--- config.mk ---
export PLATFORM = sky130hd
export DESIGN_NAME = icache_top
export DESIGN_NICKNAME = d
export VERILOG_FILES = /design/src/icache_pkg.sv /design/src/icache_array_if.sv /design/src/icache_csr_if.sv /design/src/icache_array.sv /design/src/icache_ctrl.sv /design/src/icache_csr.sv /design/src/icache_top.sv
export SDC_FILE = /design/constraint.sdc
export NUM_CORES = 2
export LEC_CHECK = 0
export BUFFER_PORTS_ARGS = -buffer_cell sky130_fd_sc_hd__buf_4
export CORE_MARGIN = 5
export CORE_UTILIZATION = 55
export DETAILED_ROUTE_END_ITERATION = 8
export HOLD_SLACK_MARGIN = 0.06
export PLACE_DENSITY = 0.76
export REMOVE_ABC_BUFFERS = 1
export SLEW_MARGIN = 30
export SYNTH_ARGS = -nofsm -noshare
export SYNTH_HDL_FRONTEND = slang
export SYNTH_SLANG_ARGS = --single-unit
--- constraint.sdc ---
create_clock -name clock -period 13.62 [get_ports clock]
set_input_delay 1.362 -clock clock [delete_from_list [all_inputs] [get_ports clock]]
set_output_delay 1.362 -clock clock [all_outputs]
set_load 0.05 [all_outputs]
--- src/icache_pkg.sv ---
`default_nettype none

package icache_pkg;

    ////////////////////////////////////////////////////////////////////////////
    // widths
    ////////////////////////////////////////////////////////////////////////////

    // fetch address and instruction word
    localparam int XLEN = 32;
    // only the low address bits reach the cache and memory
    localparam int ADDR_USED = 16;
    // byte offset inside one block
    localparam int OFFSET_BITS = 3;
    // memory data bus, also one cache line
    localparam int BLOCK_BITS = 64;
    // transaction tag on the memory port, 0 means nothing
    localparam int MEM_TAG_BITS = 4;

    ////////////////////////////////////////////////////////////////////////////
    // memory commands
    ////////////////////////////////////////////////////////////////////////////

    localparam int CMD_BITS = 2;
    localparam logic [CMD_BITS-1:0] CMD_NONE = 2'd0;
    localparam logic [CMD_BITS-1:0] CMD_LOAD = 2'd1;

    ////////////////////////////////////////////////////////////////////////////
    // register byte offsets on the wishbone port
    ////////////////////////////////////////////////////////////////////////////

    localparam logic [3:0] CSR_CTRL = 4'h0;
    localparam logic [3:0] CSR_HITS = 4'h4;
    localparam logic [3:0] CSR_MISSES = 4'h8;

    // one memory block
    // dword for fill and memory, inst[] picked by address bit 2 for fetch
    typedef union packed {
        logic [BLOCK_BITS-1:0] dword;
        logic [BLOCK_BITS/XLEN-1:0][XLEN-1:0] inst;
    } mem_block_u;

endpackage

`default_nettype wire

--- src/icache_array_if.sv ---
`timescale 1ns/1ps
`default_nettype none

interface icache_array_if #(
    parameter int NUM_LINES = 32
);
    localparam int IDX_BITS = $clog2(NUM_LINES);
    localparam int TAG_BITS = icache_pkg::ADDR_USED - icache_pkg::OFFSET_BITS - IDX_BITS;

    // lookup side, combinational
    logic [IDX_BITS-1:0] index;
    logic [TAG_BITS-1:0] ctag;
    logic hit;
    icache_pkg::mem_block_u rd_block;

    // fill side, written on the clock edge
    logic fill_en;
    logic [IDX_BITS-1:0] fill_index;
    logic [TAG_BITS-1:0] fill_tag;
    icache_pkg::mem_block_u fill_block;
    // drops all valid bits
    logic clear_all;

    modport ctrl (output index, ctag, fill_en, fill_index, fill_tag, fill_block, clear_all,
                  input hit, rd_block);
    modport array (input index, ctag, fill_en, fill_index, fill_tag, fill_block, clear_all,
                   output hit, rd_block);

endinterface

`default_nettype wire

--- src/icache_csr_if.sv ---
`timescale 1ns/1ps
`default_nettype none

interface icache_csr_if;

    // cache enable, level
    logic enable;
    // invalidate all, one-cycle pulse
    logic invalidate;

    // event pulses from the controller, one cycle each
    logic hit_event;
    logic miss_event;

    modport csr (
        output enable, invalidate,
        input hit_event, miss_event
    );

    modport ctrl (
        input enable, invalidate,
        output hit_event, miss_event
    );

endinterface

`default_nettype wire

--- src/icache_array.sv ---
`timescale 1ns/1ps
`default_nettype none

module icache_array #(
    parameter int NUM_LINES = 32
) (
    input wire logic clock,
    input wire logic rst,
    icache_array_if.array bus
);

    localparam int IDX_BITS = $clog2(NUM_LINES);
    localparam int TAG_BITS = icache_pkg::ADDR_USED - icache_pkg::OFFSET_BITS - IDX_BITS;

    ////////////////////////////////////////////////////////////////////////////
    // storage
    ////////////////////////////////////////////////////////////////////////////

    // one valid bit per line
    logic [NUM_LINES-1:0] valid;
    // tag and block per line
    logic [TAG_BITS-1:0] tags [NUM_LINES];
    icache_pkg::mem_block_u blocks [NUM_LINES];

    ////////////////////////////////////////////////////////////////////////////
    // lookup
    ////////////////////////////////////////////////////////////////////////////

    // direct mapped, so one compare
    assign bus.hit = valid[bus.index] && (tags[bus.index] == bus.ctag);
    // block goes out even on a miss, ctrl ignores it then
    assign bus.rd_block = blocks[bus.index];

    ////////////////////////////////////////////////////////////////////////////
    // fill and clear
    ////////////////////////////////////////////////////////////////////////////

    // valid bits
    always_ff @(posedge clock) begin
        if (rst) begin
            valid <= '0;
        end else if (bus.clear_all) begin
            // clear wins over a fill in the same cycle
            valid <= '0;
        end else if (bus.fill_en) begin
            valid[bus.fill_index] <= 1'b1;
        end
    end

    // tag and data written together
    always_ff @(posedge clock) begin
        if (bus.fill_en) begin
            tags[bus.fill_index] <= bus.fill_tag;
            blocks[bus.fill_index] <= bus.fill_block;
        end
    end

endmodule

`default_nettype wire

--- src/icache_ctrl.sv ---
`timescale 1ns/1ps
`default_nettype none

module icache_ctrl #(
    parameter int NUM_LINES = 32
) (
    input wire logic clock,
    input wire logic rst,

    // fetch port
    input wire logic fetch_en,
    input wire logic [icache_pkg::XLEN-1:0] fetch_addr,
    output logic fetch_valid,
    output logic [icache_pkg::XLEN-1:0] fetch_inst,

    // memory port
    output logic [icache_pkg::CMD_BITS-1:0] mem_command,
    output logic [icache_pkg::XLEN-1:0] mem_addr,
    input wire logic [icache_pkg::MEM_TAG_BITS-1:0] mem_response,
    input wire logic [icache_pkg::MEM_TAG_BITS-1:0] mem_tag,
    input wire icache_pkg::mem_block_u mem_data,

    icache_array_if.ctrl array,
    icache_csr_if.ctrl csr
);

    localparam int IDX_BITS = $clog2(NUM_LINES);
    localparam int TAG_BITS = icache_pkg::ADDR_USED - icache_pkg::OFFSET_BITS - IDX_BITS;
    localparam int IDX_LSB = icache_pkg::OFFSET_BITS;
    localparam int TAG_LSB = icache_pkg::OFFSET_BITS + IDX_BITS;
    // picks the instruction half of a block
    localparam int HALF_BIT = icache_pkg::OFFSET_BITS - 1;

    // miss sequence
    localparam logic [1:0] S_IDLE = 2'd0;
    localparam logic [1:0] S_REQ = 2'd1;
    localparam logic [1:0] S_WAIT = 2'd2;

    logic [1:0] state;
    logic [1:0] state_next;
    // address of the outstanding miss
    logic [icache_pkg::XLEN-1:0] req_addr;
    // tag memory gave when it took the request
    logic [icache_pkg::MEM_TAG_BITS-1:0] mem_tag_q;

    logic hit_ok;
    logic req_accept;
    logic fill_done;

    ////////////////////////////////////////////////////////////////////////////
    // lookup and hit decision
    ////////////////////////////////////////////////////////////////////////////

    assign array.index = fetch_addr[IDX_LSB +: IDX_BITS];
    assign array.ctag = fetch_addr[TAG_LSB +: TAG_BITS];

    // a hit only counts with the cache on and no miss in flight
    assign hit_ok = fetch_en && csr.enable && array.hit && (state == S_IDLE);

    // memory took the request
    assign req_accept = (state == S_REQ) && (mem_response != '0);
    // data for our request is on the bus
    assign fill_done = (state == S_WAIT) && (mem_tag == mem_tag_q);

    ////////////////////////////////////////////////////////////////////////////
    // miss FSM
    ////////////////////////////////////////////////////////////////////////////

    always_comb begin
        state_next = state;
        case (state)
            S_IDLE: begin
                if (fetch_en && !hit_ok) begin
                    state_next = S_REQ;
                end
            end
            S_REQ: begin
                if (req_accept) begin
                    state_next = S_WAIT;
                end
            end
            S_WAIT: begin
                if (fill_done) begin
                    state_next = S_IDLE;
                end
            end
            default: begin
                state_next = S_IDLE;
            end
        endcase
    end

    always_ff @(posedge clock) begin
        if (rst) begin
            state <= S_IDLE;
            mem_tag_q <= '0;
        end else begin
            state <= state_next;
            if (req_accept) begin
                mem_tag_q <= mem_response;
            end
        end
    end

    // latch the miss address when leaving idle
    always_ff @(posedge clock) begin
        if (state == S_IDLE && fetch_en && !hit_ok) begin
            req_addr <= fetch_addr;
        end
    end

    ////////////////////////////////////////////////////////////////////////////
    // memory request
    ////////////////////////////////////////////////////////////////////////////

    // load held until memory answers with a tag
    assign mem_command = (state == S_REQ) ? icache_pkg::CMD_LOAD : icache_pkg::CMD_NONE;
    // block aligned
    assign mem_addr = {req_addr[icache_pkg::XLEN-1:IDX_LSB], {IDX_LSB{1'b0}}};

    ////////////////////////////////////////////////////////////////////////////
    // fill and fetch return
    ////////////////////////////////////////////////////////////////////////////

    // fill only when the cache is on
    assign array.fill_en = fill_done && csr.enable;
    assign array.fill_index = req_addr[IDX_LSB +: IDX_BITS];
    assign array.fill_tag = req_addr[TAG_LSB +: TAG_BITS];
    assign array.fill_block = mem_data;
    assign array.clear_all = csr.invalidate;

    // hit path same cycle, otherwise straight from the memory bus
    assign fetch_valid = hit_ok || fill_done;
    assign fetch_inst = hit_ok ? array.rd_block.inst[fetch_addr[HALF_BIT]]
                               : mem_data.inst[req_addr[HALF_BIT]];

    // event pulses for the counters
    assign csr.hit_event = hit_ok;
    assign csr.miss_event = req_accept;

endmodule

`default_nettype wire

--- src/icache_csr.sv ---
`timescale 1ns/1ps
`default_nettype none

module icache_csr (
    input wire logic clock,
    input wire logic rst,

    // wishbone classic slave
    input wire logic wb_cyc,
    input wire logic wb_stb,
    input wire logic wb_we,
    input wire logic [3:0] wb_adr,
    input wire logic [icache_pkg::XLEN-1:0] wb_dat_w,
    input wire logic [3:0] wb_sel,
    output logic [icache_pkg::XLEN-1:0] wb_dat_r,
    output logic wb_ack,

    icache_csr_if.csr ctrl
);

    logic access;
    logic wr_ctrl;
    logic wr_hits;
    logic wr_misses;

    logic enable;
    logic invalidate;
    logic [icache_pkg::XLEN-1:0] hits;
    logic [icache_pkg::XLEN-1:0] misses;

    ////////////////////////////////////////////////////////////////////////////
    // bus decode
    ////////////////////////////////////////////////////////////////////////////

    // one access per strobe, ack blocks a second one right after
    assign access = wb_cyc && wb_stb && !wb_ack;

    assign wr_ctrl = access && wb_we && (wb_adr == icache_pkg::CSR_CTRL) && wb_sel[0];
    // any write to a counter clears it
    assign wr_hits = access && wb_we && (wb_adr == icache_pkg::CSR_HITS);
    assign wr_misses = access && wb_we && (wb_adr == icache_pkg::CSR_MISSES);

    always_ff @(posedge clock) begin
        if (rst) begin
            wb_ack <= 1'b0;
        end else begin
            wb_ack <= access;
        end
    end

    // read data lines up with ack
    always_ff @(posedge clock) begin
        if (access) begin
            case (wb_adr)
                icache_pkg::CSR_CTRL: wb_dat_r <= {{(icache_pkg::XLEN-1){1'b0}}, enable};
                icache_pkg::CSR_HITS: wb_dat_r <= hits;
                icache_pkg::CSR_MISSES: wb_dat_r <= misses;
                default: wb_dat_r <= '0;
            endcase
        end
    end

    ////////////////////////////////////////////////////////////////////////////
    // control register
    ////////////////////////////////////////////////////////////////////////////

    always_ff @(posedge clock) begin
        if (rst) begin
            enable <= 1'b1;
            invalidate <= 1'b0;
        end else begin
            // bit 1 never stored, only pulsed
            invalidate <= wr_ctrl && wb_dat_w[1];
            if (wr_ctrl) begin
                enable <= wb_dat_w[0];
            end
        end
    end

    assign ctrl.enable = enable;
    assign ctrl.invalidate = invalidate;

    ////////////////////////////////////////////////////////////////////////////
    // event counters
    ////////////////////////////////////////////////////////////////////////////

    // saturating, clear has priority
    always_ff @(posedge clock) begin
        if (rst || wr_hits) begin
            hits <= '0;
        end else if (ctrl.hit_event && (hits != '1)) begin
            hits <= hits + 1'b1;
        end
    end

    always_ff @(posedge clock) begin
        if (rst || wr_misses) begin
            misses <= '0;
        end else if (ctrl.miss_event && (misses != '1)) begin
            misses <= misses + 1'b1;
        end
    end

endmodule

`default_nettype wire

--- src/icache_top.sv ---
`timescale 1ns/1ps
`default_nettype none

module icache_top #(
    parameter int NUM_LINES = 32
) (
    input wire logic clock,
    input wire logic rst,

    // fetch port
    input wire logic fetch_en,
    input wire logic [icache_pkg::XLEN-1:0] fetch_addr,
    output logic fetch_valid,
    output logic [icache_pkg::XLEN-1:0] fetch_inst,

    // memory port, tagged request/response
    output logic [icache_pkg::CMD_BITS-1:0] mem_command,
    output logic [icache_pkg::XLEN-1:0] mem_addr,
    input wire logic [icache_pkg::MEM_TAG_BITS-1:0] mem_response,
    input wire logic [icache_pkg::MEM_TAG_BITS-1:0] mem_tag,
    input wire icache_pkg::mem_block_u mem_data,

    // register port
    input wire logic wb_cyc,
    input wire logic wb_stb,
    input wire logic wb_we,
    input wire logic [3:0] wb_adr,
    input wire logic [icache_pkg::XLEN-1:0] wb_dat_w,
    input wire logic [3:0] wb_sel,
    output logic [icache_pkg::XLEN-1:0] wb_dat_r,
    output logic wb_ack
);

    // ctrl to array
    icache_array_if #(.NUM_LINES(NUM_LINES)) array_bus ();
    // csr to ctrl
    icache_csr_if csr_bus ();

    icache_ctrl #(.NUM_LINES(NUM_LINES)) icache_ctrl_inst (
        .clock(clock),
        .rst(rst),
        .fetch_en(fetch_en),
        .fetch_addr(fetch_addr),
        .fetch_valid(fetch_valid),
        .fetch_inst(fetch_inst),
        .mem_command(mem_command),
        .mem_addr(mem_addr),
        .mem_response(mem_response),
        .mem_tag(mem_tag),
        .mem_data(mem_data),
        .array(array_bus.ctrl),
        .csr(csr_bus.ctrl)
    );

    icache_array #(.NUM_LINES(NUM_LINES)) icache_array_inst (
        .clock(clock),
        .rst(rst),
        .bus(array_bus.array)
    );

    icache_csr icache_csr_inst (
        .clock(clock),
        .rst(rst),
        .wb_cyc(wb_cyc),
        .wb_stb(wb_stb),
        .wb_we(wb_we),
        .wb_adr(wb_adr),
        .wb_dat_w(wb_dat_w),
        .wb_sel(wb_sel),
        .wb_dat_r(wb_dat_r),
        .wb_ack(wb_ack),
        .ctrl(csr_bus.csr)
    );

endmodule

`default_nettype wire

Yosys cells after proc, flatten, opt, wreduce, memory -nomap -nowiden --
Memories as Yosys holds them, arrays and structs flattened. Cells that the tools add are included.
Storage, ports and cells: memory bits (writable) 2304, logic and storage cells 79, register bits after elaboration 169, output and inout bits 100, memories kept 2, latch bits 0, memory bits (read-only) 0, bits of input ports 150
Memories:
- icache_array_inst.blocks | depth 32, bits a word 64, rd ports 1, clocked after memory_dff 0, write ports 1, RTL line icache_array.sv:23 | icache_pkg::mem_block_u blocks [NUM_LINES];
- icache_array_inst.tags | depth 32, bits a word 8, rd ports 1, clocked after memory_dff 0, write ports 1, RTL line icache_array.sv:22 | logic [TAG_BITS-1:0] tags [NUM_LINES];
Cells by class: div/mod/pow operators 0, bitwise gates (word level) 1, shifts and indexed selects 0, eq/ne operators 11, multiply operators 0, multiplexer cells 17, add/sub/neg operators 2, reduce and logical (&&, ||, !) cells 31, magnitude comparators 5
Operator list (count):
- two-way mux 32 bit | 5
- case mux 32 bit (3 select lines) | 1
- adder 32 x 1 -> 32 bit, second input constant | 2
- inequality test 32 bit, second input constant | 2
- OR 32 bit | 1
- logical AND 1 bit | 21
- < comparator 5 x 6 -> 1 bit, second input constant | 2
- == test 8 bit | 1
- two-way mux 2 bit | 3
- inequality test 2 x 1 -> 1 bit, second input constant | 3
- case mux 2 bit (3 select lines) | 1
- binary-select mux 1 bit (select 5 bit) | 1
- demux 1 bit (select 5 bit) | 1
- greater-or-equal comparator 5 x 1 -> 1 bit, second input constant | 1
- two-way mux 1 bit | 5
- == test 4 x 3 -> 1 bit, second input constant | 1
- == test 4 bit | 1
- == test 4 bit, second input constant | 1
- logical NOT 4 bit | 1
- < comparator 1 x 2 -> 1 bit, second input constant | 2
- nonzero test 4 bit | 1
- logical OR 1 bit | 3
- AND reduction 3 bit | 1
- == test 2 x 1 -> 1 bit, second input constant | 1
- 4 further kinds | 5

Depth between registers and ports, before layout --
depth in word-level cells 9, gate-level depth with buffers 15, mapped depth without buffers 9

Modules after synthesis --
A second synthesis with hierarchy kept.
Second synthesis, totals: cell total of the unflattened synthesis 4273, area, all modules 96755.3 sq um
Modules (own cells, without submodules):
- icache_array | times used 1, area each 88691.3 sq um, cells an instance 3471
- icache_csr | times used 1, area each 4809.6 sq um, cells an instance 498
- icache_ctrl | times used 1, area each 3254.4 sq um, cells an instance 304

Worst setup path before layout --
OpenSTA, ideal clock, no wires.
kind input port to output port, start in fetch_addr[3] (netlist name), end out fetch_inst[0] (netlist name), path slack 7776 ps, stages on the path 13, data arrival time 4482 ps, data required time 12258 ps, cells stage by stage buf_6 -> buf_4 -> buf_4 -> mux4_2 -> nand2_1 -> nand2_1 -> a221oi_1 -> mux2i_1 -> nand4_1 -> or2_1 -> buf_6 -> buf_6 -> mux2i_1
On the way: word-level cells in the longest chain between the ends 6, elaborated cells between the ends (all ways) 11
RTL lines:
- start: declaration | RTL line icache_top.sv:12 | input wire logic [icache_pkg::XLEN-1:0] fetch_addr,
- memory (32 x 8 bit) or binary-select mux 1 bit (select 5 bit) (tied branches)
- == test 8 bit or two-way mux 1 bit (tied branches) | RTL line icache_array.sv:30 | assign bus.hit = valid[bus.index] && (tags[bus.index] == bus.ctag);
- logical AND 1 bit | RTL line icache_array.sv:30
- logical AND 1 bit (2 in a row) | RTL line icache_ctrl.sv:58 | assign hit_ok = fetch_en && csr.enable && array.hit && (state == S_IDLE);
- two-way mux 32 bit * | RTL line icache_ctrl.sv:134 | assign fetch_inst = hit_ok ? array.rd_block.inst[fetch_addr[HALF_BIT]]
- end: declaration | RTL line icache_top.sv:14 | output logic [icache_pkg::XLEN-1:0] fetch_inst,
Mark *: on every way between the ends. The rest lies on a longest branch, timed or not. The select of a mux whose other input is x is not followed.

Final worst setup path --
start in fetch_addr[6] (netlist name), end out fetch_inst[5] (netlist name)
Same word-level chain as after synthesis.

==> out/qor.txt <==
run status = finished clean
number of setup violations in the final report = 0
length in cells of the worst reg-to-reg path = 10
detailed-route wire length per cell = 33.99 µm
floorplan core area = 0.1734 mm²
number of sinks on the clock net = 2,471
worst skew pair latency = 0.90 ns
mean area per synthesized cell = 23.03 µm²
total detailed-routing wirelength = 237.8 mm
Final Skew = 0.09415 ns
portion of the clock cycle consumed by the worst path in the final layout = 59.46%
worst endpoint required time = 12.26 ns
cells resized by post-CTS repair = 0
Synthesis Warnings = 0
startpoint-to-endpoint class of the critical path = primary input to output pin
critical path cell sequence = buf_4 > buf_4 > inv_2 > buf_4 > mux2i_1 > o22a_1 > nand3_1 > xnor2_1 > nand4_1 > buf_4 > or2_4 > buf_4 > mux2i_1 > buf_4
unrepaired setup endpoints after global routing = false
number of slew-limit violations in the final report = 0
total cell area at the placement stage = 0.1000 mm²
fraction of layout cells with a size suffix above 1 = 31.77%
drt first-iter violations = 6,700
ratio of routed vias to standard cells = 6.642
xor/xnor cell area share of the yosys netlist = 0.3845%
multi-input gate area in the final layout = 0.02134 mm²
share of synthesized cell area in and, or, nand and nor gates = 1.785%
CP max-delay cell = buf_4
Post-synth ARST share = 0%
area growth from synthesis to layout = 12.65%
Post-synth EDFFs = 2,366
Port Buffer Count = 210
cells after synthesis = 4,154
initial antenna violation count = 11
post-synth cell types = 67
global-route usage over all layers = 26.29%
DRT Pass-1 Iters = 5
clock-pin slew of the registers on the worst-case setup and hold paths = 0.06 ns
number of maximum-capacitance violations = 0
fill cell count = 11,285
Cells on Worst Hold Path = 1
power density relative to cell area = 143.9 mW/mm²
root buffer cell = clkbuf_16
hold_buf cts = 0
effective utilization at floorplan = 55.16%
first-pass GRT wire length = 339.7 mm
Max Root-Sink Buffers = 3
Final HPWL DP = 115.6 mm
number of rows created at floorplan = 153
pin count of the biggest net entering global routing = 125
CTS HTree Levels = 4
post-synthesis mux area share = 18.39%
maximum vdd drop = 0.1564 mV
area fraction in compound gates after synthesis = 1.424%
clock tree from TritonCTS = built
main combinational cell family by area after synthesis = multiplexers
boundary pin count = 250
post-layout net count = 4,618
maximum clock frequency = 0.1235 GHz
total negative slack = 0 ns
Crit path top cell by count = buf_4
crit-path max cell delay = 0.83 ns
register bit total from synthesis = 2,471
Worst EP arrival = 6.74 ns
via count of the routed design = 46,464
Critical Path End Type = output pin
die area = 0.1824 mm²
die width = 427.1 µm
Netlist Area Pre-Place = 0.09568 mm²
share of synthesized area occupied by flip-flops and latches = 76.46%
max-slew headroom at the worst pin = 26.62%
Final Critical Period = 8.099 ns
worst slew pin tran = 1.101 ns
Min-Delay Path Class = flop to flop
routability cong. = 0.7972
category of the worst setup path launch point = primary input
total clock buffers created by CTS = 230
Setup Buffers After CTS = 0
number of global-route vias before repair = 47,258
number of routed nets with antenna violations = 0
finished layout cell area = 0.1078 mm²
synthesized-area fraction occupied by adder cells = 0.02615%
die height = 427.1 µm
Leakage = 33.78 nW
most frequently used flop master after synthesis = edfxtp_1
Seq. cell area = 0.07315 mm²
drt drc = 0
critical path fanouts, max = 59
Overflow after GRT = 0
endpoints failing hold = 0
## routing by layer
layer	up-vias	share of wire (%)	GRT usage [%]
met5	-	0.0093	0
met4	4	4.1	10.47
met3	511	12	5.704
met2	3280	50	42.60
met1	24346	35	35.43
li1	18323	-	-
## cell type report
| class | count | area share, % |
|---|---|---|
| antenna | 11 | 0.02554 |
| sequential | 2471 | 67.87 |
| multi-input combinational | 1420 | 19.80 |
| tap | 2325 | 2.699 |
| clock inverter | 152 | 1.489 |
| clock buffer | 273 | 5.519 |
| timing repair buffer | 329 | 2.541 |
| inverter | 14 | 0.04876 |
## worst max-delay path: cells and delay by family
kind / cells / cell delay (ns)
xor gates and xnor gates: 1 / 0.18
and+or+nand+nor: 3 / 0.82
buffers and inverters: 7 / 3.34
muxes: 2 / 0.76
AOI/OAI and AO/OA: 1 / 0.16
## sequential cells by signal, summed over array words and instances, names as in the netlist
register                         flops
icache_csr_inst.wb_ack               1
icache_array_inst.valid             32
icache_ctrl_inst.state               2
icache_csr_inst.ctrl.invalidate      1
icache_csr_inst.misses              32
icache_array_inst.blocks          2048
icache_csr_inst.hits                32
icache_ctrl_inst.req_addr           30
icache_ctrl_inst.mem_tag_q           4
icache_array_inst.tags             256
icache_csr_inst.wb_dat_r            32
icache_csr_inst.ctrl.enable          1
## cell usage after synthesis (all sizes together), types with 5 or more instances
cell	count	area share [%]
or2	6	0.039
a21oi	37	0.19
mux4	717	17
nand3	40	0.21
a221oi	7	0.071
or4	24	0.19
and3	14	0.092
nand2	49	0.19
xor2	20	0.18
nor2b	16	0.10
o21ai	8	0.042
mux2	61	0.72
o21a	35	0.27
and2	7	0.046
nor3	13	0.068
nand2b	16	0.10
nor2	106	0.42
xnor2	22	0.20
dfxtp	105	2.2
clkbuf	90	0.35
buf	162	1.1
or3	5	0.033
o31ai	24	0.19
inv	13	0.051
and4	7	0.064
a22o	34	0.31
nand4	14	0.092
mux2i	76	0.80
a2111oi	8	0.073
nor4	6	0.039
edfxtp	2366	74
a22oi	6	0.047
## metrics by stage
stage / hold slack [ns] / utilization, % / std cells / setup slack [ns] / power, W
2_1_floorplan: 0.4354 / - / 3905 / 6.642 / 0.008891
3_3_place_gp: 0.4408 / 57.60 / 6546 / 5.395 / 0.009241
3_5_place_dp: 0.4500 / 57.65 / 6549 / 5.474 / 0.009260
4_1_cts: 0.4646 / 62.01 / 6974 / 5.476 / 0.01558
5_1_grt: 0.4779 / 62.13 / 6990 / 5.335 / 0.01596
6_report: 0.4636 / 62.14 / 6995 / 5.521 / 0.01551
## cell usage in the layout, fill, tap and decap left out, types with 34 or more instances in the layout
cell type  synthesis  layout
a21oi_1           37      36
a22o_1            34      34
buf_4             63     302
clkbuf_1          90      41
clkbuf_16          0     231
clkinv_1           1      63
clkinv_2           0      43
dfxtp_1          105     105
edfxtp_1        2366    2366
mux2_2            60      60
mux2i_1           76      76
mux4_2           717     717
nand2_1           49      49
nand3_1           40      40
nor2_1           106      72
o21a_1            35      35
## cells by family after synthesis
logic type	Yosys count
xor+xnor	42
flops	2471
compound gates	184
buf+inv	266
other cells	1
fa+ha+maj	2
mux	854
simple gates	334
## final timing paths
path         slack, ns                                        end                                        from
min               0.46   icache_array_inst.valid[28]$_SDFFE_PP0P_    icache_array_inst.valid[28]$_SDFFE_PP0P_
max reg2reg       9.46  icache_array_inst.blocks[1][48]$_DFFE_PP_  icache_ctrl_inst.mem_tag_q[3]$_SDFFE_PP0P_
max               5.52                              fetch_inst[5]                               fetch_addr[6]
min reg2reg       0.46   icache_array_inst.valid[28]$_SDFFE_PP0P_    icache_array_inst.valid[28]$_SDFFE_PP0P_
## power by group
| part | switching, W | leakage, nW | internal (W) |
|---|---|---|---|
| registers | 0.0000129 | 22.1 | 0.00833 |
| logic | 0.000450 | 7.99 | 0.000311 |
| clock network | 0.00282 | 3.67 | 0.00358 |
No activity file was read; power rests on OpenSTA's default activity.
